<file path="config.mk">
export PLATFORM = sky130hd
export DESIGN_NAME = amplitude_scaler_flat
export DESIGN_NICKNAME = d
export VERILOG_FILES = /design/src/rtl/dds_pkg.sv /design/src/rtl/sample_phase_if.sv /design/src/rtl/amplitude_scaler.sv /design/src/flat_wrapper.sv
export SDC_FILE = /design/constraint.sdc
export NUM_CORES = 1
export LEC_CHECK = 0
export BUFFER_PORTS_ARGS = -buffer_cell sky130_fd_sc_hd__buf_2
export CAP_MARGIN = 40
export CELL_PAD_IN_SITES_DETAIL_PLACEMENT = 0
export CELL_PAD_IN_SITES_GLOBAL_PLACEMENT = 1
export CORE_ASPECT_RATIO = 1.2
export CORE_MARGIN = 4
export CORE_UTILIZATION = 36
export DETAILED_ROUTE_END_ITERATION = 10
export PLACE_DENSITY_LB_ADDON = 0.1
export SLEW_MARGIN = 20
export SYNTH_ARGS = -nofsm -noshare
export SYNTH_HDL_FRONTEND = slang
export SYNTH_SLANG_ARGS = --single-unit
</file>
<file path="constraint.sdc">
create_clock -name clk -period 1.8 [get_ports clk]
set_clock_uncertainty 0.2 [all_clocks]
set_input_delay 0.09 -clock clk [delete_from_list [all_inputs] [get_ports clk]]
set_output_delay 0.09 -clock clk [all_outputs]
set_load 0.02 [all_outputs]
</file>
<file path="src/rtl/dds_pkg.sv">
`default_nettype none

package dds_pkg;

  ////////////////////////////////////////////////////////////
  // phase path
  ////////////////////////////////////////////////////////////

  localparam int PHASE_BITS = 16;
  localparam int QUANT_BITS = 6;
  localparam int LUT_ADDR_BITS = PHASE_BITS - QUANT_BITS;
  localparam int LUT_DEPTH = 2 ** LUT_ADDR_BITS;
  localparam int LANES = 4;                           // samples carried in one output word

  ////////////////////////////////////////////////////////////
  // sample path
  ////////////////////////////////////////////////////////////

  localparam int OUTPUT_WIDTH = 12;
  localparam int SCALE_BITS = 4;
  localparam real PI = 3.14159265358979;              // used to fill the cosine table

  ////////////////////////////////////////////////////////////
  // dither
  ////////////////////////////////////////////////////////////

  localparam int LFSR_BITS = 16;

  // right-shifting galois form of x^16+x^14+x^13+x^11+1
  localparam logic [LFSR_BITS-1:0] LFSR_TAPS = 16'hb400;

  localparam logic [LANES-1:0][LFSR_BITS-1:0] LFSR_SEEDS = {
    16'h5a3c,                                         // lane 3
    16'h7b35,
    16'h1d0f,
    16'hace1                                          // lane 0
  };

  // one output word, seen either as the flat bus or lane by lane
  typedef union packed {
    logic [LANES*OUTPUT_WIDTH-1:0] flat;
    logic signed [LANES-1:0][OUTPUT_WIDTH-1:0] lanes; // lane 0 in the low bits
  } sample_word_u;

endpackage

`default_nettype wire

</file>
<file path="src/rtl/sample_phase_if.sv">
`timescale 1ns/1ns
`default_nettype none

interface sample_phase_if import dds_pkg::*; ();

  logic advance;                                      // whole pipeline moves when high
  logic phase_valid;
  logic [LANES-1:0][PHASE_BITS-1:0] phase;
  logic [LANES-1:0][LFSR_BITS-1:0] dither_bits;

  modport accumulator (input advance, output phase, output phase_valid);

  modport dither (input advance, output dither_bits);

  modport lut (input advance, input phase, input phase_valid, input dither_bits);

  modport sink (output advance);

endinterface

`default_nettype wire

</file>
<file path="src/rtl/amplitude_scaler.sv">
`timescale 1ns/1ns
`default_nettype none

module amplitude_scaler import dds_pkg::*; (
  input logic clk,
  input logic reset,
  input logic [SCALE_BITS-1:0] cos_scale,
  input logic cos_scale_valid,
  input logic signed [OUTPUT_WIDTH-1:0] lut_sample [LANES],
  input logic lut_valid,
  input logic cos_ready,
  output logic cos_valid,
  output sample_word_u cos_data,
  sample_phase_if.sink sp
);

  logic [SCALE_BITS-1:0] scale_reg;
  sample_word_u scaled_word;

  assign sp.advance = cos_ready;                      // back-pressure stalls every stage

  // scale loads on any cycle, stalled or not
  always_ff @(posedge clk) begin
    if (reset) begin
      scale_reg <= '0;
    end else if (cos_scale_valid) begin
      scale_reg <= cos_scale;
    end
  end

  always_comb begin
    for (int k = 0; k < LANES; k++) begin
      scaled_word.lanes[k] = lut_sample[k] >>> scale_reg;  // sign kept
    end
  end

  ////////////////////////////////////////////////////////////
  // stage 4: output register
  ////////////////////////////////////////////////////////////

  always_ff @(posedge clk) begin
    if (reset) begin
      cos_data <= '0;
      cos_valid <= 1'b0;
    end else if (cos_ready) begin
      cos_data <= scaled_word;
      cos_valid <= lut_valid;
    end
  end

endmodule

`default_nettype wire

</file>
<file path="src/flat_wrapper.sv">
// flat-port wrapper written by rule: the top's interface ports become plain ports
module amplitude_scaler_flat import dds_pkg::*;
  (clk, reset, cos_scale, cos_scale_valid, lut_sample, lut_valid, cos_ready, cos_valid, cos_data, sp_advance);
  sample_phase_if sp_i ();
  input logic clk;
  input logic reset;
  input logic [SCALE_BITS-1:0] cos_scale;
  input logic cos_scale_valid;
  input logic signed [OUTPUT_WIDTH-1:0] lut_sample[LANES];
  input logic lut_valid;
  input logic cos_ready;
  output logic cos_valid;
  output sample_word_u cos_data;
  output wire logic [$bits(sp_i.advance)-1:0] sp_advance;
  assign sp_advance = sp_i.advance;
  amplitude_scaler u_core (.clk(clk), .reset(reset), .cos_scale(cos_scale), .cos_scale_valid(cos_scale_valid), .lut_sample(lut_sample), .lut_valid(lut_valid), .cos_ready(cos_ready), .cos_valid(cos_valid), .cos_data(cos_data), .sp(sp_i));
endmodule
</file>
==> summary.md <==
| Metric | Value |
|---|---|
| Status | `finished, violations left` |
| Failing checks | `negative setup slack` |
| Post-Syn Area | `3980 sq um` |
| Synth top area cells | `dfxtp_1, mux2i_1, mux2_2` |
| Core Box Area | `10700 sq um` |
| Commonest non-fill, non-tap cell in the layout | `buf_2` |
| CP Launch Type | `flop` |
| Final setup TNS | `-1.17 ns` |
| PwrDens | `684 nW/um^2` |
| Post-route design area | `5880 sq um` |
| Metal-1 WL | `6630 um` |
| Max_cap viols | `0` |
| Yosys top cell area share | `0.266` |
| Clock transition at the registers of the reported paths | `0.08 ns` |
| Number of synthesized register bits | `53` |
| Critical-path cell list | `buf_6, buf_12, mux2i_2, mux2i_1, mux2_4, a221o_1` |
| Met3 routed WL | `1020 um` |
| Gr usage total | `0.239` |
| TritonCTS clock tree | `yes` |
| Mapped Cells | `433` |
| Fillers | `1004` |
| Syn avg cell area | `9.20 sq um` |
| Largest net degree at the start of global routing | `47` |
| Seq. cell area | `1070 sq um` |
| Clk buf depth | `2` |
| CP max stage delay | `0.38 ns` |
| Rel. slew slack | `0.708` |
| Final Hold Fails | `0` |
| Residual DRC count | `0` |
| Placed Instance Area | `5030 sq um` |
| Drt wl/cell | `21.7 um` |
| Share of cells above drive strength 1 | `0.535` |
| CTS sink cnt | `53` |
| Htree depth | `2` |
| Drt initial violations | `206` |
| Port buffer count | `106` |
| Prevailing post-synth register cell | `dfxtp_1` |
| Crit path DAT | `1.90 ns` |
| Crit-path max FO | `8` |
| Max reg flops | `48` |
| Synth Net Count | `490` |
| Initial Utilization | `0.373` |
| RSZ-0062 raised after global routing | `yes` |
| Multi-input gate area in the final layout | `2960 sq um` |
| Pleak | `2.57 nW` |
| Critical path's top delay family | `multiplexers` |
| Period Utilization, post-route | `1.06` |
| Worst path bufs/invs | `2` |
| Final worst slack | `-0.109 ns` |
| Pre-CTS setup slack | `-0.168 ns` |
| 1st-pass router iterations | `5` |
| Final Setup Violations | `23` |
| Class of the worst hold path | `in -> reg` |
| Post-layout min period | `1.91 ns` |
| Nets | `657` |
| Number of synthesized flops with an enable pin | `0` |
| Total die area | `12800 sq um` |
| Sequential fraction of the synthesis area | `0.266` |
| Final wirelength | `15800 um` |
| Crit-path slowest cell | `dfxtp_4` |
| Final HPWL DP | `11400 um` |
| Num rows | `41` |
| Max-slew violations | `0` |
| # diodes | `0` |
| First-pass GRT wire length | `24000 um` |
| VDD IR max | `506 uV` |
| Yosys cell types | `51` |
| DR top layer | `met4` |
| RePlAce Congestion | `0.893` |
| Total CTS buffers | `5` |
| Vias in the first global route | `4284` |
| Dominant cell type by area after synthesis | `dfxtp_1` |
| IO Count | `107` |
| Crit end category | `flop` |
| ANT nets after route | `0` |
| GRT Residual Overflow | `0` |
| WL met2 | `7580 um` |
| Ys async rst share | `0` |
| Critical Path RT | `1.80 ns` |
| Vias per inst | `5.92` |
| Via count | `4317` |
| Crit path kind | `reg -> reg` |
| Initial antenna violation count | `0` |
| Synth-to-Final Area Change | `47.6%` |
| Worst-Margin Slew | `0.437 ns` |
| Die width | `104 um` |
| Die H | `123 um` |
| Most frequent cells in the layout | `buf_2, buf_4, dfxtp_1` |
| Syn. warnings | `0` |
| CTS Root Cell | `clkbuf_16` |
| Maximum operating frequency | `524 MHz` |
| Clk_lat worst skew | `0.29 ns` |
## worst min-delay path, stage by stage
cell	delay [ns]
buf_2	0.14
mux2i_1	0.14
a211oi_1	0.08
## report_power, final
group,internal (mW),switching [mW]
clock,0.648,0.472
combinational,0.750,0.806
sequential,1.27,0.0681
## final timing paths
kind	slack, ns	to	cells after the start	from
min reg2reg	0.24	u_core.cos_data[8]	2	u_core.cos_data[8]
max	-0.11	u_core.cos_data[27]	6	u_core.scale_reg[1]
min	0.005	u_core.cos_data[46]	3	lut_sample[10]
max reg2reg	-0.11	u_core.cos_data[27]	6	u_core.scale_reg[1]
## cells in the mapped netlist (7+ instances only)
cell / number
mux4_2: 10
mux2_2: 30
mux2i_1: 47
clkbuf_1: 24
a311oi_1: 16
nand2_1: 37
dfxtp_1: 53
o22ai_1: 14
nor2_1: 52
mux4_1: 8
nor3_1: 7
buf_4: 9
a21oi_1: 12
o21ai_0: 17
## cells by family after synthesis
group	count (synthesis)	share of synthesized area
and+or+nand+nor	118	0.136
AOI/OAI and AO/OA	115	0.212
buffers and inverters	52	0.0732
DFF	53	0.266
muxes	95	0.312
## metal layers
layer,up-vias,global-route usage
met3,35,0.0386
li1,1975,-
met4,0,0.0956
met1,2113,0.302
met2,194,0.412
met5,-,0
## stage by stage
stage	instances	hold slack, ns	power, mW	util
3_3_place_gp	693	0.129	2.67	0.472
3_5_place_dp	693	0.138	2.67	0.472
2_1_floorplan	433	0.0371	2.15	-
5_1_grt	729	0.00982	4.19	0.551
6_report	729	0.00454	4.02	0.551
4_1_cts	720	0.00349	3.88	0.519
## layout make-up
type | count | share of cell area
Clock buffer | 5 | 0.0213
Clock inverter | 2 | 0.00596
Inverter | 6 | 0.00383
Multi-Input combinational cell | 328 | 0.504
Sequential cell | 53 | 0.182
Tap cell | 129 | 0.0275
Timing Repair Buffer | 206 | 0.256
## what timing repair did
action                                  4_1_cts  5_1_grt
hold buffers                                  9        0
pin swaps                                    20       39
endpoints found under the setup margin       34       38
cloned                                        2        1
buffers inserted                              9       10
resized for setup                            46       82
endpoints found under the hold margin         6        0
Note: power is estimated with default switching activity, not from simulation.
