===== src/rtl/dds_pkg.sv =====
`default_nettype none

package dds_pkg;

  ////////////////////////////////////////////////////////////
  // phase path
  ////////////////////////////////////////////////////////////

  localparam int PHASE_BITS = 16;
  localparam int QUANT_BITS = 6;
  localparam int LUT_ADDR_BITS = PHASE_BITS - QUANT_BITS;
  localparam int LUT_DEPTH = 2 ** LUT_ADDR_BITS;
  localparam int LANES = 4;                           // samples carried in one output word

  ////////////////////////////////////////////////////////////
  // sample path
  ////////////////////////////////////////////////////////////

  localparam int OUTPUT_WIDTH = 12;
  localparam int SCALE_BITS = 4;
  localparam real PI = 3.14159265358979;              // used to fill the cosine table

  ////////////////////////////////////////////////////////////
  // dither
  ////////////////////////////////////////////////////////////

  localparam int LFSR_BITS = 16;

  // right-shifting galois form of x^16+x^14+x^13+x^11+1
  localparam logic [LFSR_BITS-1:0] LFSR_TAPS = 16'hb400;

  localparam logic [LANES-1:0][LFSR_BITS-1:0] LFSR_SEEDS = {
    16'h5a3c,                                         // lane 3
    16'h7b35,
    16'h1d0f,
    16'hace1                                          // lane 0
  };

  // one output word, seen either as the flat bus or lane by lane
  typedef union packed {
    logic [LANES*OUTPUT_WIDTH-1:0] flat;
    logic signed [LANES-1:0][OUTPUT_WIDTH-1:0] lanes; // lane 0 in the low bits
  } sample_word_u;

endpackage

`default_nettype wire


===== src/rtl/sample_phase_if.sv =====
`timescale 1ns/1ns
`default_nettype none

interface sample_phase_if import dds_pkg::*; ();

  logic advance;                                      // whole pipeline moves when high
  logic phase_valid;
  logic [LANES-1:0][PHASE_BITS-1:0] phase;
  logic [LANES-1:0][LFSR_BITS-1:0] dither_bits;

  modport accumulator (input advance, output phase, output phase_valid);

  modport dither (input advance, output dither_bits);

  modport lut (input advance, input phase, input phase_valid, input dither_bits);

  modport sink (output advance);

endinterface

`default_nettype wire


===== src/rtl/dither_lfsr.sv =====
`timescale 1ns/1ns
`default_nettype none

module dither_lfsr import dds_pkg::*; (
  input logic clk,
  input logic reset,
  sample_phase_if.dither sp
);

  // one right shift of a galois register, taps folded in when bit 0 falls out
  function automatic logic [LFSR_BITS-1:0] galois_step(input logic [LFSR_BITS-1:0] state);
    logic [LFSR_BITS-1:0] shifted;
    shifted = state >> 1;
    if (state[0]) begin
      shifted = shifted ^ LFSR_TAPS;
    end
    return shifted;
  endfunction

  logic [LANES-1:0][LFSR_BITS-1:0] lfsr_next;

  always_comb begin
    for (int k = 0; k < LANES; k++) begin
      lfsr_next[k] = galois_step(sp.dither_bits[k]);
    end
  end

  always_ff @(posedge clk) begin
    if (reset) begin
      sp.dither_bits <= LFSR_SEEDS;                   // every lane starts from its own seed
    end else if (sp.advance) begin
      sp.dither_bits <= lfsr_next;
    end
  end

endmodule

`default_nettype wire


===== src/flat_wrapper.sv =====
// flat-port wrapper written by rule: the top's interface ports become plain ports
module dither_lfsr_flat import dds_pkg::*;
  (clk, reset, sp_advance, sp_dither_bits);
  sample_phase_if sp_i ();
  input logic clk;
  input logic reset;
  input wire logic [$bits(sp_i.advance)-1:0] sp_advance;
  output wire logic [$bits(sp_i.dither_bits)-1:0] sp_dither_bits;
  assign sp_i.advance = sp_advance;
  assign sp_dither_bits = sp_i.dither_bits;
  dither_lfsr u_core (.clk(clk), .reset(reset), .sp(sp_i));
endmodule

===== config.mk =====
export PLATFORM = sky130hd
export DESIGN_NAME = dither_lfsr_flat
export DESIGN_NICKNAME = d
export VERILOG_FILES = /design/src/rtl/dds_pkg.sv /design/src/rtl/sample_phase_if.sv /design/src/rtl/dither_lfsr.sv /design/src/flat_wrapper.sv
export SDC_FILE = /design/constraint.sdc
export NUM_CORES = 1
export LEC_CHECK = 0
export BUFFER_PORTS_ARGS = -buffer_cell sky130_fd_sc_hd__buf_2
export CAP_MARGIN = 10
export CORE_UTILIZATION = 33
export DETAILED_ROUTE_END_ITERATION = 10
export RECOVER_POWER = 25
export SLEW_MARGIN = 20
export SYNTH_ARGS = -nofsm -noshare
export SYNTH_HDL_FRONTEND = slang
export SYNTH_SLANG_ARGS = --single-unit

===== constraint.sdc =====
create_clock -name clk -period 1 [get_ports clk]
set_input_delay 0 -clock clk [delete_from_list [all_inputs] [get_ports clk]]
set_output_delay 0 -clock clk [all_outputs]
set_load 0.02 [all_outputs]

==> impl_metrics.ini, run 1 <==
[critical_path]
crit_required_ns = 1.22
path_max_fanout = 13
slowest_stage = dlygate4sd3_1
r2r_start = u_core.sp.dither_bits[0]
r2r-end = u_core.sp.dither_bits[0]
path_cells = dlygate4sd3_1 -> buf_2 -> buf_4 -> a211o_1
crit_arrival_ns = 1.19
critical_path_buf_inv_count = 3
critical_path_class = in2reg
regToRegSetupSlack_ns = 0.17
critPathMaxStageDelay_ns = 0.53
r2r_cells = 2
critPathTopFamily = buffers and inverters
endpoint_kind = register
start_kind = input pin

[detailed_routing]
wl_mm = 4.988
remaining_drc_errors = 0
viasPerCell = 4.409
routedWlPerCell_um = 12.44
num_vias = 1768
wl_met3_um = 333
met1_length_mm = 2.356
wl_met2_mm = 2.263
drt_iter0_markers = 54
firstDrtPassIters = 4
highest_layer = met4
ant_nets = 0

[global_route]
grt_max_degree = 48
grt_pass1_vias = 1615
grt_pass1_wl_mm = 7.969
overflow = 0
grt_use_total_pct = 11.95
antenna_found_initial = 0

[final_layout]
largest_register_ffs = 64
multi_input_area_um2 = 987.2
final-seq-area_um2 = 1286
drive_above_1_share_pct = 30.74
reg_top3 = u_core.sp.dither_bits: 64 flops
regMostFlops = u_core.sp.dither_bits
fin_util_pct = 37.77
diodes = 0
final_cell_mix = buf_2, dfxtp_1, nor2_1
area_growth_pct = 10.92
final_common_cell = buf_2
design_area_um2 = 3088
nFillCells = 857
nets = 294

[sta]
finClkSkew_ns = 0.01297
tns_ns = 0
slew_viol_final = 0
rsz0062_at_grt = false
worst_pin_slew_ns = 0.2439
hold_viol_final = 0
max_slew_margin_pct = 83.81
setup_viol = 0
min_period_ns = 0.9666
fmax_mhz = 1035
worst_hold_slack_ns = 0.02402
finalCritPeriodShare_pct = 96.66

[pwr]
pwr_density_cell_nw_per_um2 = 2044
combPwrFrac_pct = 14.1
p_int_uw = 4592
clkPwrFrac_pct = 40.1
switching_share_pct = 27.24
p_seq_share_pct = 45.7
vdd_drop_max_v = 0.0009588
leakagePower_uw = 0.001360
switching_power_uw = 1719

[cts]
clkSlewWorstSetupHoldPaths_ns = 0.07
cts_max_path_buffers = 2
htree_levels = 3
cts_buffers = 9
clk_latency_ns = 0.34
clock-root-buffer = clkbuf_8
cts_tree = done
cts.sinks = 64

[min_path]
min_delay_path_depth = 3
min_to = u_core.sp.dither_bits[60]
hp-class = in2reg
hold_start = sp_advance

[floorplanning]
ios = 67
die_h_um = 93.85
die_area_um2 = 8808
num_rows = 33
core_area_um2 = 8175
die_w_um = 93.85
start_util_pct = 34.05

[synth]
yosysSeqAreaShare_pct = 46.02
yosysWarnings = 0
yosys-top-cells-area = dfxtp_1, buf_4, mux2i_1, a211o_1, nor2b_1
synth_area_leader_cell = dfxtp_1
syn-instance-count = 276
ys_types = 16
syn_avg_cell_area_um2 = 10.09
synth.top_cell.area_share_pct = 46.02
syn_nets = 279
synth_area_um2 = 2784
synth-seq-cells = 64

[outcome]
status = completed

[placement]
hpwl_mm = 3.295
gp_congestion = 0.6200
dpl_cell_area_um2 = 2835
io_buffers = 66

[job]
drv_cap = 0
## per-layer routing
layer  global-route usage [%]  vias up
met3                    5.744        3
li1                         -      899
met1                    14.04      813
met5                        0        -
met4                    5.769        0
met2                    18.13       53
## synth_stat cells, drive strengths merged
cell and count:
a211o 27, a211oi 5, a21oi 7, buf 68, clkbuf 3, dfxtp 64, mux2i 25, nor2 30
nor2b 28, nor3 7, xnor2 12
## worst reg2reg max path: cells and delay by family (launching register included)
family	cells	cell delay, ns
flip-flops	1	0.36
AO/OA/AOI/OAI	1	0.22
AND/OR/NAND/NOR	1	0.14
## power groups by stage
stage | combinational [uW] | clock [uW] | sequential [uW]
detailed placement | 895 | 0 | 2940
global route | 968 | 2720 | 2920
finish | 891 | 2530 | 2890
global placement | 886 | 0 | 2940
CTS | 906 | 2630 | 2890
floorplan | 797 | 0 | 2950
## metrics by stage
stage	setup slack (ns)	total power, uW	std cells
2_1_floorplan	0.1551	3752	276
3_3_place_gp	0.1108	3826	383
6_report	0.03345	6311	401
5_1_grt	0.01024	6605	401
4_1_cts	0.03888	6426	401
3_5_place_dp	0.09045	3839	383
## logic make-up after synthesis
logic type      after synthesis  synth area share [%]
simple gates                 65                 11.60
compound gates               39                 11.10
flops                        64                 46.02
buf+inv                      71                 18.52
mux                          25                 8.989
xor+xnor                     12                 3.775
## cell type report
type	instances	share of cell area, %
repair buffers	75	14.67
flip-flops and latches	64	41.65
clock inverters	6	2.998
multi-input cells	141	31.97
clock buffers	10	4.457
well taps	105	4.254
## worst max path at each step
stage | slack (ns) | cells past startpoint | end | startpoint
3_5_place_dp | 0.09 | 2 | u_core.sp.dither_bits[58] | u_core.sp.dither_bits[48]
2_1_floorplan | 0.16 | 2 | u_core.sp.dither_bits[11] | u_core.sp.dither_bits[11]
5_1_grt | 0.01 | 4 | u_core.sp.dither_bits[51] | reset
3_3_place_gp | 0.11 | 2 | u_core.sp.dither_bits[58] | u_core.sp.dither_bits[48]
4_1_cts | 0.04 | 1 | sp_dither_bits[0] | u_core.sp.dither_bits[0]
6_report | 0.03 | 4 | u_core.sp.dither_bits[51] | reset
## timing repair
action	CTS	global route
setup buffers	0	0
resized for setup	4	0
setup endpoints to repair	4	0
hold buffers	2	0
hold endpoints to repair	2	0
No activity file was read; power rests on OpenSTA's default activity.
==> inputs of run 2 (changes only) <==
--- a/config.mk
+++ b/config.mk
@@ -5,7 +5,7 @@
 export SDC_FILE = /design/constraint.sdc
 export NUM_CORES = 1
 export LEC_CHECK = 0
-export BUFFER_PORTS_ARGS = -buffer_cell sky130_fd_sc_hd__buf_2
+export BUFFER_PORTS_ARGS = -buffer_cell sky130_fd_sc_hd__clkbuf_2
 export CAP_MARGIN = 10
 export CORE_UTILIZATION = 33
 export DETAILED_ROUTE_END_ITERATION = 10
==> constraint.sdc (replaced) <==
create_clock -name clk -period 0.8 [get_ports clk]
set_input_delay 0 -clock clk [delete_from_list [all_inputs] [get_ports clk]]
set_output_delay 0 -clock clk [all_outputs]
set_load 0.02 [all_outputs]
==> impl_metrics.ini, run 2 (synthesis results as in run 1) <==
[final_layout]
final_cell_mix = buf_8, dfxtp_2, nor2_1
reg_top3 = u_core.sp.dither_bits: 64 flops
area_growth_pct = 52.58
drive_above_1_share_pct = 62.08
final-instance-count-excl-fill = 432
nFillCells = 715
largest_register_ffs = 64
final_common_cell = buf_8
regMostFlops = u_core.sp.dither_bits
diodes = 0
nets = 325

[cts]
clk_latency_ns = 0.34
cts.sinks = 64
clkSlewWorstSetupHoldPaths_ns = 0.07
clock-root-buffer = clkbuf_8
htree_levels = 3
cts_tree = done
cts_max_path_buffers = 2
cts_buffers = 9

[global_route]
antenna_found_initial = 0
busiest_layer = met2
grtUsageMet2_pct = 21.59
overflow = 0
use_met1_pct = 15.73
grt_max_degree = 36
use_met3_pct = 5.178
grt_pass1_vias = 1863
grt_pass1_wl_mm = 8.976
grt_use_total_pct = 13.50

[placement]
hpwl_mm = 3.333
placedCellCount = 389
gp_congestion = 0.7179
io_buffers = 66
pre_cts_slack_ns = -0.05614

[sta]
worst_pin_slew_ns = 0.2133
fmax_mhz = 1077
max_slew_margin_pct = 85.78
setup_ws_ns = -0.1286
slew_viol_final = 0
finClkSkew_ns = 0.005913
rsz0062_at_grt = true
min_period_ns = 0.9286
finalCritPeriodShare_pct = 116.1
hold_viol_final = 0
setup_viol = 63

[detailed_routing]
ant_nets = 0
firstDrtPassIters = 4
routedWlPerCell_um = 13.30
remaining_drc_errors = 0
viasPerCell = 4.516
drt_iter0_markers = 48
num_vias = 1951
wl_mm = 5.746

[floorplanning]
ios = 67
num_rows = 33
die_area_um2 = 8808
start_util_pct = 34.05
core_area_um2 = 8175
die_h_um = 93.85
die_w_um = 93.85

[min_path]
hp-class = in2reg

[critical_path]
endpoint_kind = register
path_max_fanout = 5
crit_required_ns = 1.03
critical_path_class = reg2reg
crit_arrival_ns = 1.16
start_kind = register

[outcome]
status = complete, but fails checks
violations = setup timing

[pwr]
leakagePower_uw = 0.001870
vdd_drop_max_v = 0.0009637
pwr_density_cell_nw_per_um2 = 1972

[job]
drv_cap = 0
## run 2: cell types whose count changed in the layout (fill, tap and decap cells not counted), sizes merged
cell / before / now
clkbuf: 12 / 14
buf: 71 / 104
bufinv: 2 / 1
dlygate4sd3: 2 / 1
clkinvlp: 2 / 0
## run 2: worst paths after layout
kind,from,end,slack (ns),cells after the start
worst max-delay path,u_core.sp.dither_bits[0],u_core.sp.dither_bits[0],-0.13,3
worst min-delay path,reset,u_core.sp.dither_bits[62],0.003,2
worst max register to register,u_core.sp.dither_bits[0],u_core.sp.dither_bits[0],-0.13,3
worst min register to register,u_core.sp.dither_bits[53],u_core.sp.dither_bits[52],0.49,1
## run 2: cell type report
class | count | area [um^2] | area share, %
sequential | 64 | 1400 | 32.96
clock buffer | 13 | 158.9 | 3.741
timing repair buffer | 106 | 1376 | 32.40
clock inverter | 3 | 40.04 | 0.9426
tap | 105 | 131.4 | 3.093
multi-input combinational | 141 | 1141 | 26.86
## run 2: repair_timing
action | CTS | global route
hold endpoints to repair | 1 | 0
hold buffers | 1 | 0
pin swaps | 7 | 11
resized for setup | 190 | 101
setup endpoints to repair | 72 | 100
setup buffers | 24 | 5
## run 2: layer usage
layer,share of wire [%],routed length (um),vias up
met3,5.7,327,8
met2,50,2868,45
li1,-,-,971
met5,0,0,-
met4,1.3,76,0
met1,43,2473,927
## run 2: power breakdown
group | leakage [uW] | internal, uW | switching (uW)
clock network | 0.000103 | 1600 | 1180
registers | 0.000538 | 3440 | 263
logic | 0.00123 | 1120 | 766
## run 2: per-stage QoR
step / util, % / power, uW / cell area [um^2] / TNS, ns / hold slack, ns
2_1_floorplan: - / 4699 / 2814 / -0.003499 / 0.2042
3_3_place_gp: 35.64 / 4825 / 2914 / -0.06176 / 0.3406
3_5_place_dp: 35.64 / 4840 / 2914 / -0.2132 / 0.3448
4_1_cts: 48.79 / 8230 / 3989 / -3.309 / 0.002735
5_1_grt: 51.96 / 8786 / 4248 / -4.887 / 0.008827
6_report: 51.96 / 8375 / 4248 / -1.638 / 0.003184
## run 2: critical path, stage by stage, from the launching register on
cell and delay, ns:
dfxtp_4 0.35, buf_6 0.13, nor2b_4 0.12, a211o_1 0.22
