`src/rtl/dds_pkg.sv`:
```
`default_nettype none

package dds_pkg;

  ////////////////////////////////////////////////////////////
  // phase path
  ////////////////////////////////////////////////////////////

  localparam int PHASE_BITS = 16;
  localparam int QUANT_BITS = 6;
  localparam int LUT_ADDR_BITS = PHASE_BITS - QUANT_BITS;
  localparam int LUT_DEPTH = 2 ** LUT_ADDR_BITS;
  localparam int LANES = 4;                           // samples carried in one output word

  ////////////////////////////////////////////////////////////
  // sample path
  ////////////////////////////////////////////////////////////

  localparam int OUTPUT_WIDTH = 12;
  localparam int SCALE_BITS = 4;
  localparam real PI = 3.14159265358979;              // used to fill the cosine table

  ////////////////////////////////////////////////////////////
  // dither
  ////////////////////////////////////////////////////////////

  localparam int LFSR_BITS = 16;

  // right-shifting galois form of x^16+x^14+x^13+x^11+1
  localparam logic [LFSR_BITS-1:0] LFSR_TAPS = 16'hb400;

  localparam logic [LANES-1:0][LFSR_BITS-1:0] LFSR_SEEDS = {
    16'h5a3c,                                         // lane 3
    16'h7b35,
    16'h1d0f,
    16'hace1                                          // lane 0
  };

  // one output word, seen either as the flat bus or lane by lane
  typedef union packed {
    logic [LANES*OUTPUT_WIDTH-1:0] flat;
    logic signed [LANES-1:0][OUTPUT_WIDTH-1:0] lanes; // lane 0 in the low bits
  } sample_word_u;

endpackage

`default_nettype wire

```
`src/rtl/sample_phase_if.sv`:
```
`timescale 1ns/1ns
`default_nettype none

interface sample_phase_if import dds_pkg::*; ();

  logic advance;                                      // whole pipeline moves when high
  logic phase_valid;
  logic [LANES-1:0][PHASE_BITS-1:0] phase;
  logic [LANES-1:0][LFSR_BITS-1:0] dither_bits;

  modport accumulator (input advance, output phase, output phase_valid);

  modport dither (input advance, output dither_bits);

  modport lut (input advance, input phase, input phase_valid, input dither_bits);

  modport sink (output advance);

endinterface

`default_nettype wire

```
`src/rtl/phase_accumulator.sv`:
```
`timescale 1ns/1ns
`default_nettype none

module phase_accumulator import dds_pkg::*; (
  input logic clk,
  input logic reset,
  input logic [PHASE_BITS-1:0] phase_inc,
  input logic phase_inc_valid,
  output logic pinc_change,
  sample_phase_if.accumulator sp
);

  logic [LANES-1:0][PHASE_BITS-1:0] lane_inc;         // lane k holds phase_inc times k+1
  logic [PHASE_BITS-1:0] word_phase;

  ////////////////////////////////////////////////////////////
  // increment load, independent of back-pressure
  ////////////////////////////////////////////////////////////

  always_ff @(posedge clk) begin
    if (reset) begin
      lane_inc <= '0;
      pinc_change <= 1'b0;
    end else begin
      pinc_change <= phase_inc_valid;                 // one cycle per strobe
      if (phase_inc_valid) begin
        for (int k = 0; k < LANES; k++) begin
          lane_inc[k] <= PHASE_BITS'(phase_inc * (k + 1));
        end
      end
    end
  end

  ////////////////////////////////////////////////////////////
  // stage 1: word phase and lane phases
  ////////////////////////////////////////////////////////////

  always_ff @(posedge clk) begin
    if (reset) begin
      word_phase <= '0;
      sp.phase <= '0;
      sp.phase_valid <= 1'b0;
    end else if (sp.advance) begin
      // the word steps by the full LANES multiple, lanes fan out from the old value
      word_phase <= word_phase + lane_inc[LANES-1];
      sp.phase[0] <= word_phase;
      for (int k = 1; k < LANES; k++) begin
        sp.phase[k] <= word_phase + lane_inc[k-1];
      end
      sp.phase_valid <= 1'b1;                         // constant 1 enters the valid chain
    end
  end

endmodule

`default_nettype wire

```
`src/flat_wrapper.sv`:
```
// flat-port wrapper written by rule: the top's interface ports become plain ports
module phase_accumulator_flat import dds_pkg::*;
  (clk, reset, phase_inc, phase_inc_valid, pinc_change, sp_advance, sp_phase, sp_phase_valid);
  sample_phase_if sp_i ();
  input logic clk;
  input logic reset;
  input logic [PHASE_BITS-1:0] phase_inc;
  input logic phase_inc_valid;
  output logic pinc_change;
  input wire logic [$bits(sp_i.advance)-1:0] sp_advance;
  output wire logic [$bits(sp_i.phase)-1:0] sp_phase;
  output wire logic [$bits(sp_i.phase_valid)-1:0] sp_phase_valid;
  assign sp_i.advance = sp_advance;
  assign sp_phase = sp_i.phase;
  assign sp_phase_valid = sp_i.phase_valid;
  phase_accumulator u_core (.clk(clk), .reset(reset), .phase_inc(phase_inc), .phase_inc_valid(phase_inc_valid), .pinc_change(pinc_change), .sp(sp_i));
endmodule
```
`config.mk`:
```
export PLATFORM = sky130hd
export DESIGN_NAME = phase_accumulator_flat
export DESIGN_NICKNAME = d
export VERILOG_FILES = /design/src/rtl/dds_pkg.sv /design/src/rtl/sample_phase_if.sv /design/src/rtl/phase_accumulator.sv /design/src/flat_wrapper.sv
export SDC_FILE = /design/constraint.sdc
export NUM_CORES = 1
export LEC_CHECK = 0
export ABC_CLOCK_PERIOD_IN_PS = 3400
export BUFFER_PORTS_ARGS = -buffer_cell sky130_fd_sc_hd__buf_2
export CORE_ASPECT_RATIO = 0.8
export CORE_MARGIN = 3
export CORE_UTILIZATION = 45
export DETAILED_ROUTE_END_ITERATION = 16
export PLACE_DENSITY = 0.69
export SYNTH_ARGS = -nofsm -noshare
export SYNTH_HDL_FRONTEND = slang
export SYNTH_SLANG_ARGS = --single-unit
export TNS_END_PERCENT = 30
```
`constraint.sdc`:
```
create_clock -name clk -period 3.4 [get_ports clk]
set_input_delay 0.17 -clock clk [delete_from_list [all_inputs] [get_ports clk]]
set_output_delay 0.17 -clock clk [all_outputs]
set_load 0.01 [all_outputs]
```
==> impl_metrics.ini, run 1 <==
[run_status]
outcome = completed

[route]
routedWlPerCell_um = 16.2
drcViolationCount = 0
top_layer = met4
wl_met1_um = 8700
antenna_left = 0
wl_met3_um = 775
via_count = 5810
totalWireLength_um = 16600
avgViaCountPerCell = 5.68
firstDrtPassIters = 4
drtIter0Drc = 286
dr_wl_met2_um = 7030

[cells_and_area]
num-fill-cells = 1382
seqCellArea_um2 = 2120
fin_nets = 925
drive_above_1_share_pct = 13.8
layout.cells.non_filler = 1023
area_growth_pct = 12.9
diodes = 0
multi_input_area_um2 = 4310

[synth]
syn_area_um2 = 6660
synthCells = 769
synth_top_cell_area_share_pct = 31.9
seq_area_frac_synth_pct = 31.9
ys_seq_elements = 106
avgSynthCellArea_um2 = 8.66
async_reset_ff_share_pct = 0
synth_area_leaders = dfxtp_1, ha_1, mux2i_1
yosys-top-cells-count = dfxtp_1, nor2_1, ha_1, mux2i_1, a21oi_1
synth_cell_types = 64
yosys_warnings = 0
synth_area_leader_cell = dfxtp_1
synth-edff-count = 0
synthFlopType = dfxtp_1

[timing]
finClkSkew_ns = 0.00755
period_needed_ns = 2.48
setup_viol_count_final = 0
post-route-period-util_pct = 72.9
tns_ns = 0
rsz0062_at_grt = false
maxSlewViolCount = 0
hold_viol_final = 0
max_slew_margin_pct = 30.8
fmax_mhz = 403
worst_slew_pin_slew_ns = 1.03

[worst_setup_path]
setup.worst_path.start_class = flip-flop
crit_family = compound AO/OA/AOI/OAI gates
worstPathMaxFanout = 6
cp_cell_sequence = ha_1, inv_1, fa_1, nor2b_4, o31a_1, o41a_1, a21o_1, a31o_1, a221o_1
slowest_stage = dfxtp_1
end_kind = flip-flop
path_buf_inv = 1
crit_arrival_ns = 2.72
slowest_delay_ns = 0.39
critPathRequiredTime_ns = 3.64
criticalPathCategory = reg2reg

[floorplan]
fp.dieH_um = 115
initial_core_util_pct = 46.3
die_x_um = 142
placementRows = 39
dieArea_um2 = 16300
io_pins = 86
core_area_um2 = 14400

[global_route]
antenna_found_initial = 0
grt_pass1_wl_um = 27400
grt_usage_pct = 20.7
grt_overflow = 0
grt_pass1_vias = 5393
grt_max_degree = 42

[pwr]
cellPowerDensity_nw_per_um2 = 434
leakagePower_nw = 3.55
ir_drop_mv = 0.286
p_total_w = 0.00327

[clock_tree]
cts_root_buf = clkbuf_16
cts_setup_buffers = 0
ctsHoldBuffers = 0
numCtsBuffers = 9
h-tree-depth = 3
path_clk_slew_ns = 0.07
cts.sinks = 106
post_cts_resized = 0
clockBufferDepth = 2
cts_tree = done
insertion_delay_ns = 0.35

[worst_hold_path]
hp-class = in2reg

[job]
cap_violations = 0

[placed_design]
port_buffers = 82
place.gp.congestion = 0.916
placed_cells = 1007
hpwl_um = 12600
cells in the final DEF (no fill, tap or decap), drive strengths merged, types with 4 or more instances in the layout:
cell    netlist  layout
buf          19      89
clkbuf       18      10
o21a         11      11
a211oi       21      21
o211ai        7       7
nand2        46      46
xnor2        22      22
a31oi         6       6
a221o         4       4
or3           5       5
nand4         5       5
nor3         20      20
or2           4       4
a41oi         4       4
nor2        106     106
ha           66      66
and2          5       5
o21ai        39      39
mux2i        57      57
fa            5       5
o22ai         5       5
and3          9       9
dfxtp       106     106
o311ai        4       4
nor2b         8       8
nand3         9       9
nand4b        4       4
inv          18      19
o21bai        6       6
xor2         14      14
a21oi        49      49
a21o         24      24
flip-flops by register name, summed over array words and instances, names as in the netlist:
signal / flops
u_core.pinc_change: 1
u_core.lane_inc: 31
u_core.sp.phase: 59
u_core.word_phase: 14
u_core.sp.phase_valid: 1
metrics by stage:
stage               setup slack, ns  utilization (%)  hold slack, ns  instance area [um^2]
floorplan                      1.12                -           0.317                  6670
global placement              0.988             50.0           0.435                  7190
detailed placement            0.944             50.0           0.444                  7190
CTS                           0.945             52.2          0.0896                  7520
global route                  0.727             52.2           0.122                  7520
finish                        0.920             52.2          0.0928                  7520
final timing paths:
check,depth (start not counted),slack (ns),to,startpoint
max,9,0.92,u_core.sp.phase[46],u_core.word_phase[2]
min,3,0.09,u_core.lane_inc[0],phase_inc[0]
max reg2reg,9,0.92,u_core.sp.phase[46],u_core.word_phase[2]
min reg2reg,2,0.46,u_core.sp.phase[27],u_core.sp.phase[27]
cell type report:
class / count / area share [%]
repair buffers: 89 / 6.19
well taps: 184 / 3.06
clock inverters: 6 / 1.18
inverters: 18 / 0.898
multi-input cells: 610 / 57.3
flip-flops and latches: 106 / 28.2
clock buffers: 10 / 3.18
tightest hold or removal path, cell delays in order:
cell	delay (ns)
buf_2	0.09
mux2i_1	0.06
nor2_1	0.08
report_power, final:
part	total, W	internal [W]	switching [W]
Combinational	0.000700	0.000300	0.000401
Clock	0.00115	0.000667	0.000484
Sequential	0.00141	0.00133	0.0000864
logic make-up (layout without fill, tap and decap cells):
group / count (synthesis) / after routing / share of synthesized area, %
simple gates: 238 / 238 / 16.8
compound gates: 205 / 205 / 20.5
flops: 106 / 106 / 31.9
fa+ha+maj: 71 / 71 / 13.9
mux: 57 / 57 / 8.57
buf+inv: 55 / 123 / 3.59
xor+xnor: 36 / 36 / 4.73
other cells: 1 / 3 / 0.0563
layer usage:
metal / vias to the layer above / global-route usage [%]
met5: - / 0
met4: 0 / 3.90
li1: 2934 / -
met2: 124 / 31.1
met3: 12 / 3.53
met1: 2740 / 31.5
(Power assumes the default switching activity.)
==> run 2: changes to the inputs <==
--- a/config.mk
+++ b/config.mk
@@ -5,13 +5,13 @@
 export SDC_FILE = /design/constraint.sdc
 export NUM_CORES = 1
 export LEC_CHECK = 0
-export ABC_CLOCK_PERIOD_IN_PS = 3400
+export ABC_CLOCK_PERIOD_IN_PS = 2200
 export BUFFER_PORTS_ARGS = -buffer_cell sky130_fd_sc_hd__buf_2
 export CORE_ASPECT_RATIO = 0.8
 export CORE_MARGIN = 3
 export CORE_UTILIZATION = 45
 export DETAILED_ROUTE_END_ITERATION = 16
-export PLACE_DENSITY = 0.69
+export PLACE_DENSITY = 0.71
 export SYNTH_ARGS = -nofsm -noshare
 export SYNTH_HDL_FRONTEND = slang
 export SYNTH_SLANG_ARGS = --single-unit
==> constraint.sdc (replaced) <==
create_clock -name clk -period 2.2 [get_ports clk]
set_input_delay 0.11 -clock clk [delete_from_list [all_inputs] [get_ports clk]]
set_output_delay 0.11 -clock clk [all_outputs]
set_load 0.01 [all_outputs]
==> impl_metrics.ini, run 2 (synthesized netlist as in run 1, its figures left out) <==
[run_status]
outcome = complete, but fails checks
violations = setup timing

[global_route]
grt_usage_pct = 21.7
grtUsageMet1_pct = 31.8
grtUsageMet3_pct = 4.99
antenna_found_initial = 0
grt_pass1_vias = 5559
gr-usage-met2_pct = 32.8
grt_pass1_wl_um = 28400
grt_max_degree = 90
grt-busiest-layer = met2
grt_overflow = 0

[timing]
rsz0062_at_grt = true
fmax_mhz = 434
period_needed_ns = 2.31
worst_slew_pin_slew_ns = 0.896
post-route-period-util_pct = 105
setup_viol_count_final = 2
max_slew_margin_pct = 40.1
hold_viol_final = 0
maxSlewViolCount = 0
layout_setup_ws_ns = -0.106
finClkSkew_ns = 0.00885

[cells_and_area]
final_common_cell = nor2_1
final_area_um2 = 8080
area_growth_pct = 21.3
final_cell_mix = nor2_1, dfxtp_1, buf_2
largestRegisters = u_core.sp.phase (59), u_core.lane_inc (31), u_core.word_phase (14)
largest_reg_flops = 59
diodes = 0
layout.cells.non_filler = 1081
drive_above_1_share_pct = 22.7
num-fill-cells = 1312
multi_input_area_um2 = 4440
top_register = u_core.sp.phase
fin_nets = 983
seqCellArea_um2 = 2130

[route]
totalWireLength_um = 17700
via_count = 6149
drcViolationCount = 0
drtIter0Drc = 414
avgViaCountPerCell = 5.69
antenna_left = 0
routedWlPerCell_um = 16.3
firstDrtPassIters = 5

[pwr]
p_total_w = 0.00499
ir_drop_mv = 0.413
cellPowerDensity_nw_per_um2 = 618
leakagePower_nw = 3.87

[floorplan]
core_area_um2 = 14400
initial_core_util_pct = 46.3
placementRows = 39
die_x_um = 142
io_pins = 86
dieArea_um2 = 16300
fp.dieH_um = 115

[worst_setup_path]
critPathRequiredTime_ns = 2.45
setup.worst_path.start_class = flip-flop
crit_arrival_ns = 2.56
worstPathMaxFanout = 5
end_kind = flip-flop
criticalPathCategory = reg2reg

[clock_tree]
cts.sinks = 106
cts_root_buf = clkbuf_16
h-tree-depth = 3
path_clk_slew_ns = 0.08
clockBufferDepth = 2
insertion_delay_ns = 0.37
numCtsBuffers = 9
cts_tree = done

[job]
cap_violations = 0

[placed_design]
placed_area_um2 = 7630
placed_cells = 1061
place.gp.congestion = 0.879
hpwl_um = 13300
port_buffers = 82

[worst_hold_path]
hp-class = in2reg
## run 2: changes by cell type in the layout (fill, tap and decap cells not counted), sizes merged
cell,delta
buf,+58
clkinv,+3
bufinv,-2
clkbuf,-1
clkinvlp,-1
inv,+1
## run 2: worst paths after layout
check | start | endpoint | slack, ns | cells past startpoint
setup / recovery | u_core.word_phase[2] | u_core.sp.phase[46] | -0.11 | 9
hold / removal | phase_inc[6] | u_core.lane_inc[6] | 0.02 | 3
setup reg to reg | u_core.word_phase[2] | u_core.sp.phase[46] | -0.11 | 9
hold reg to reg | u_core.sp.phase[44] | u_core.sp.phase[44] | 0.45 | 2
## run 2: what timing repair did
action | CTS | global route
setup endpoints to repair | 11 | 24
setup buffers | 0 | 4
pin swaps | 0 | 8
hold buffers | 0 | 0
gates resized for setup | 5 | 29
## run 2: stage by stage
step                hold slack, ns  setup TNS [ns]  utilization (%)  setup WS [ns]
floorplan                    0.257               0                -       0.000856
global placement             0.387          -0.101             53.0        -0.0509
detailed placement           0.393          -0.315             53.0         -0.102
CTS                         0.0123          -0.199             55.2         -0.101
global route                0.0304          -0.928             56.1         -0.166
finish                      0.0195          -0.163             56.1         -0.106
## run 2: metal layers
| metal | share of wire (%) | vias up |
|---|---|---|
| li1 | - | 3047 |
| met1 | 49 | 2914 |
| met2 | 44 | 180 |
| met3 | 6.5 | 8 |
| met4 | 0.45 | 0 |
| met5 | 0 | - |
## run 2: power by group
part	switching, W	internal, W
Clock	0.000804	0.000788
Sequential	0.000107	0.00205
Combinational	0.000690	0.000553
Total	0.00160	0.00339
## run 2: layout make-up
class	instances	area share [%]
clock inverter	7	0.774
timing repair buffer	147	11.5
clock buffer	9	2.79
tap	184	2.85
multi-input combinational	610	54.9
inverter	18	0.836
sequential	106	26.4
## run 2: critical path, cell delays in order (launching register included)
cell and delay, ns:
dfxtp_4 0.38, ha_4 0.16, inv_2 0.05, fa_2 0.22, nor2b_4 0.05, o31a_1 0.27, o41a_1 0.36, a21o_1 0.20
a31o_1 0.22, a221o_1 0.28
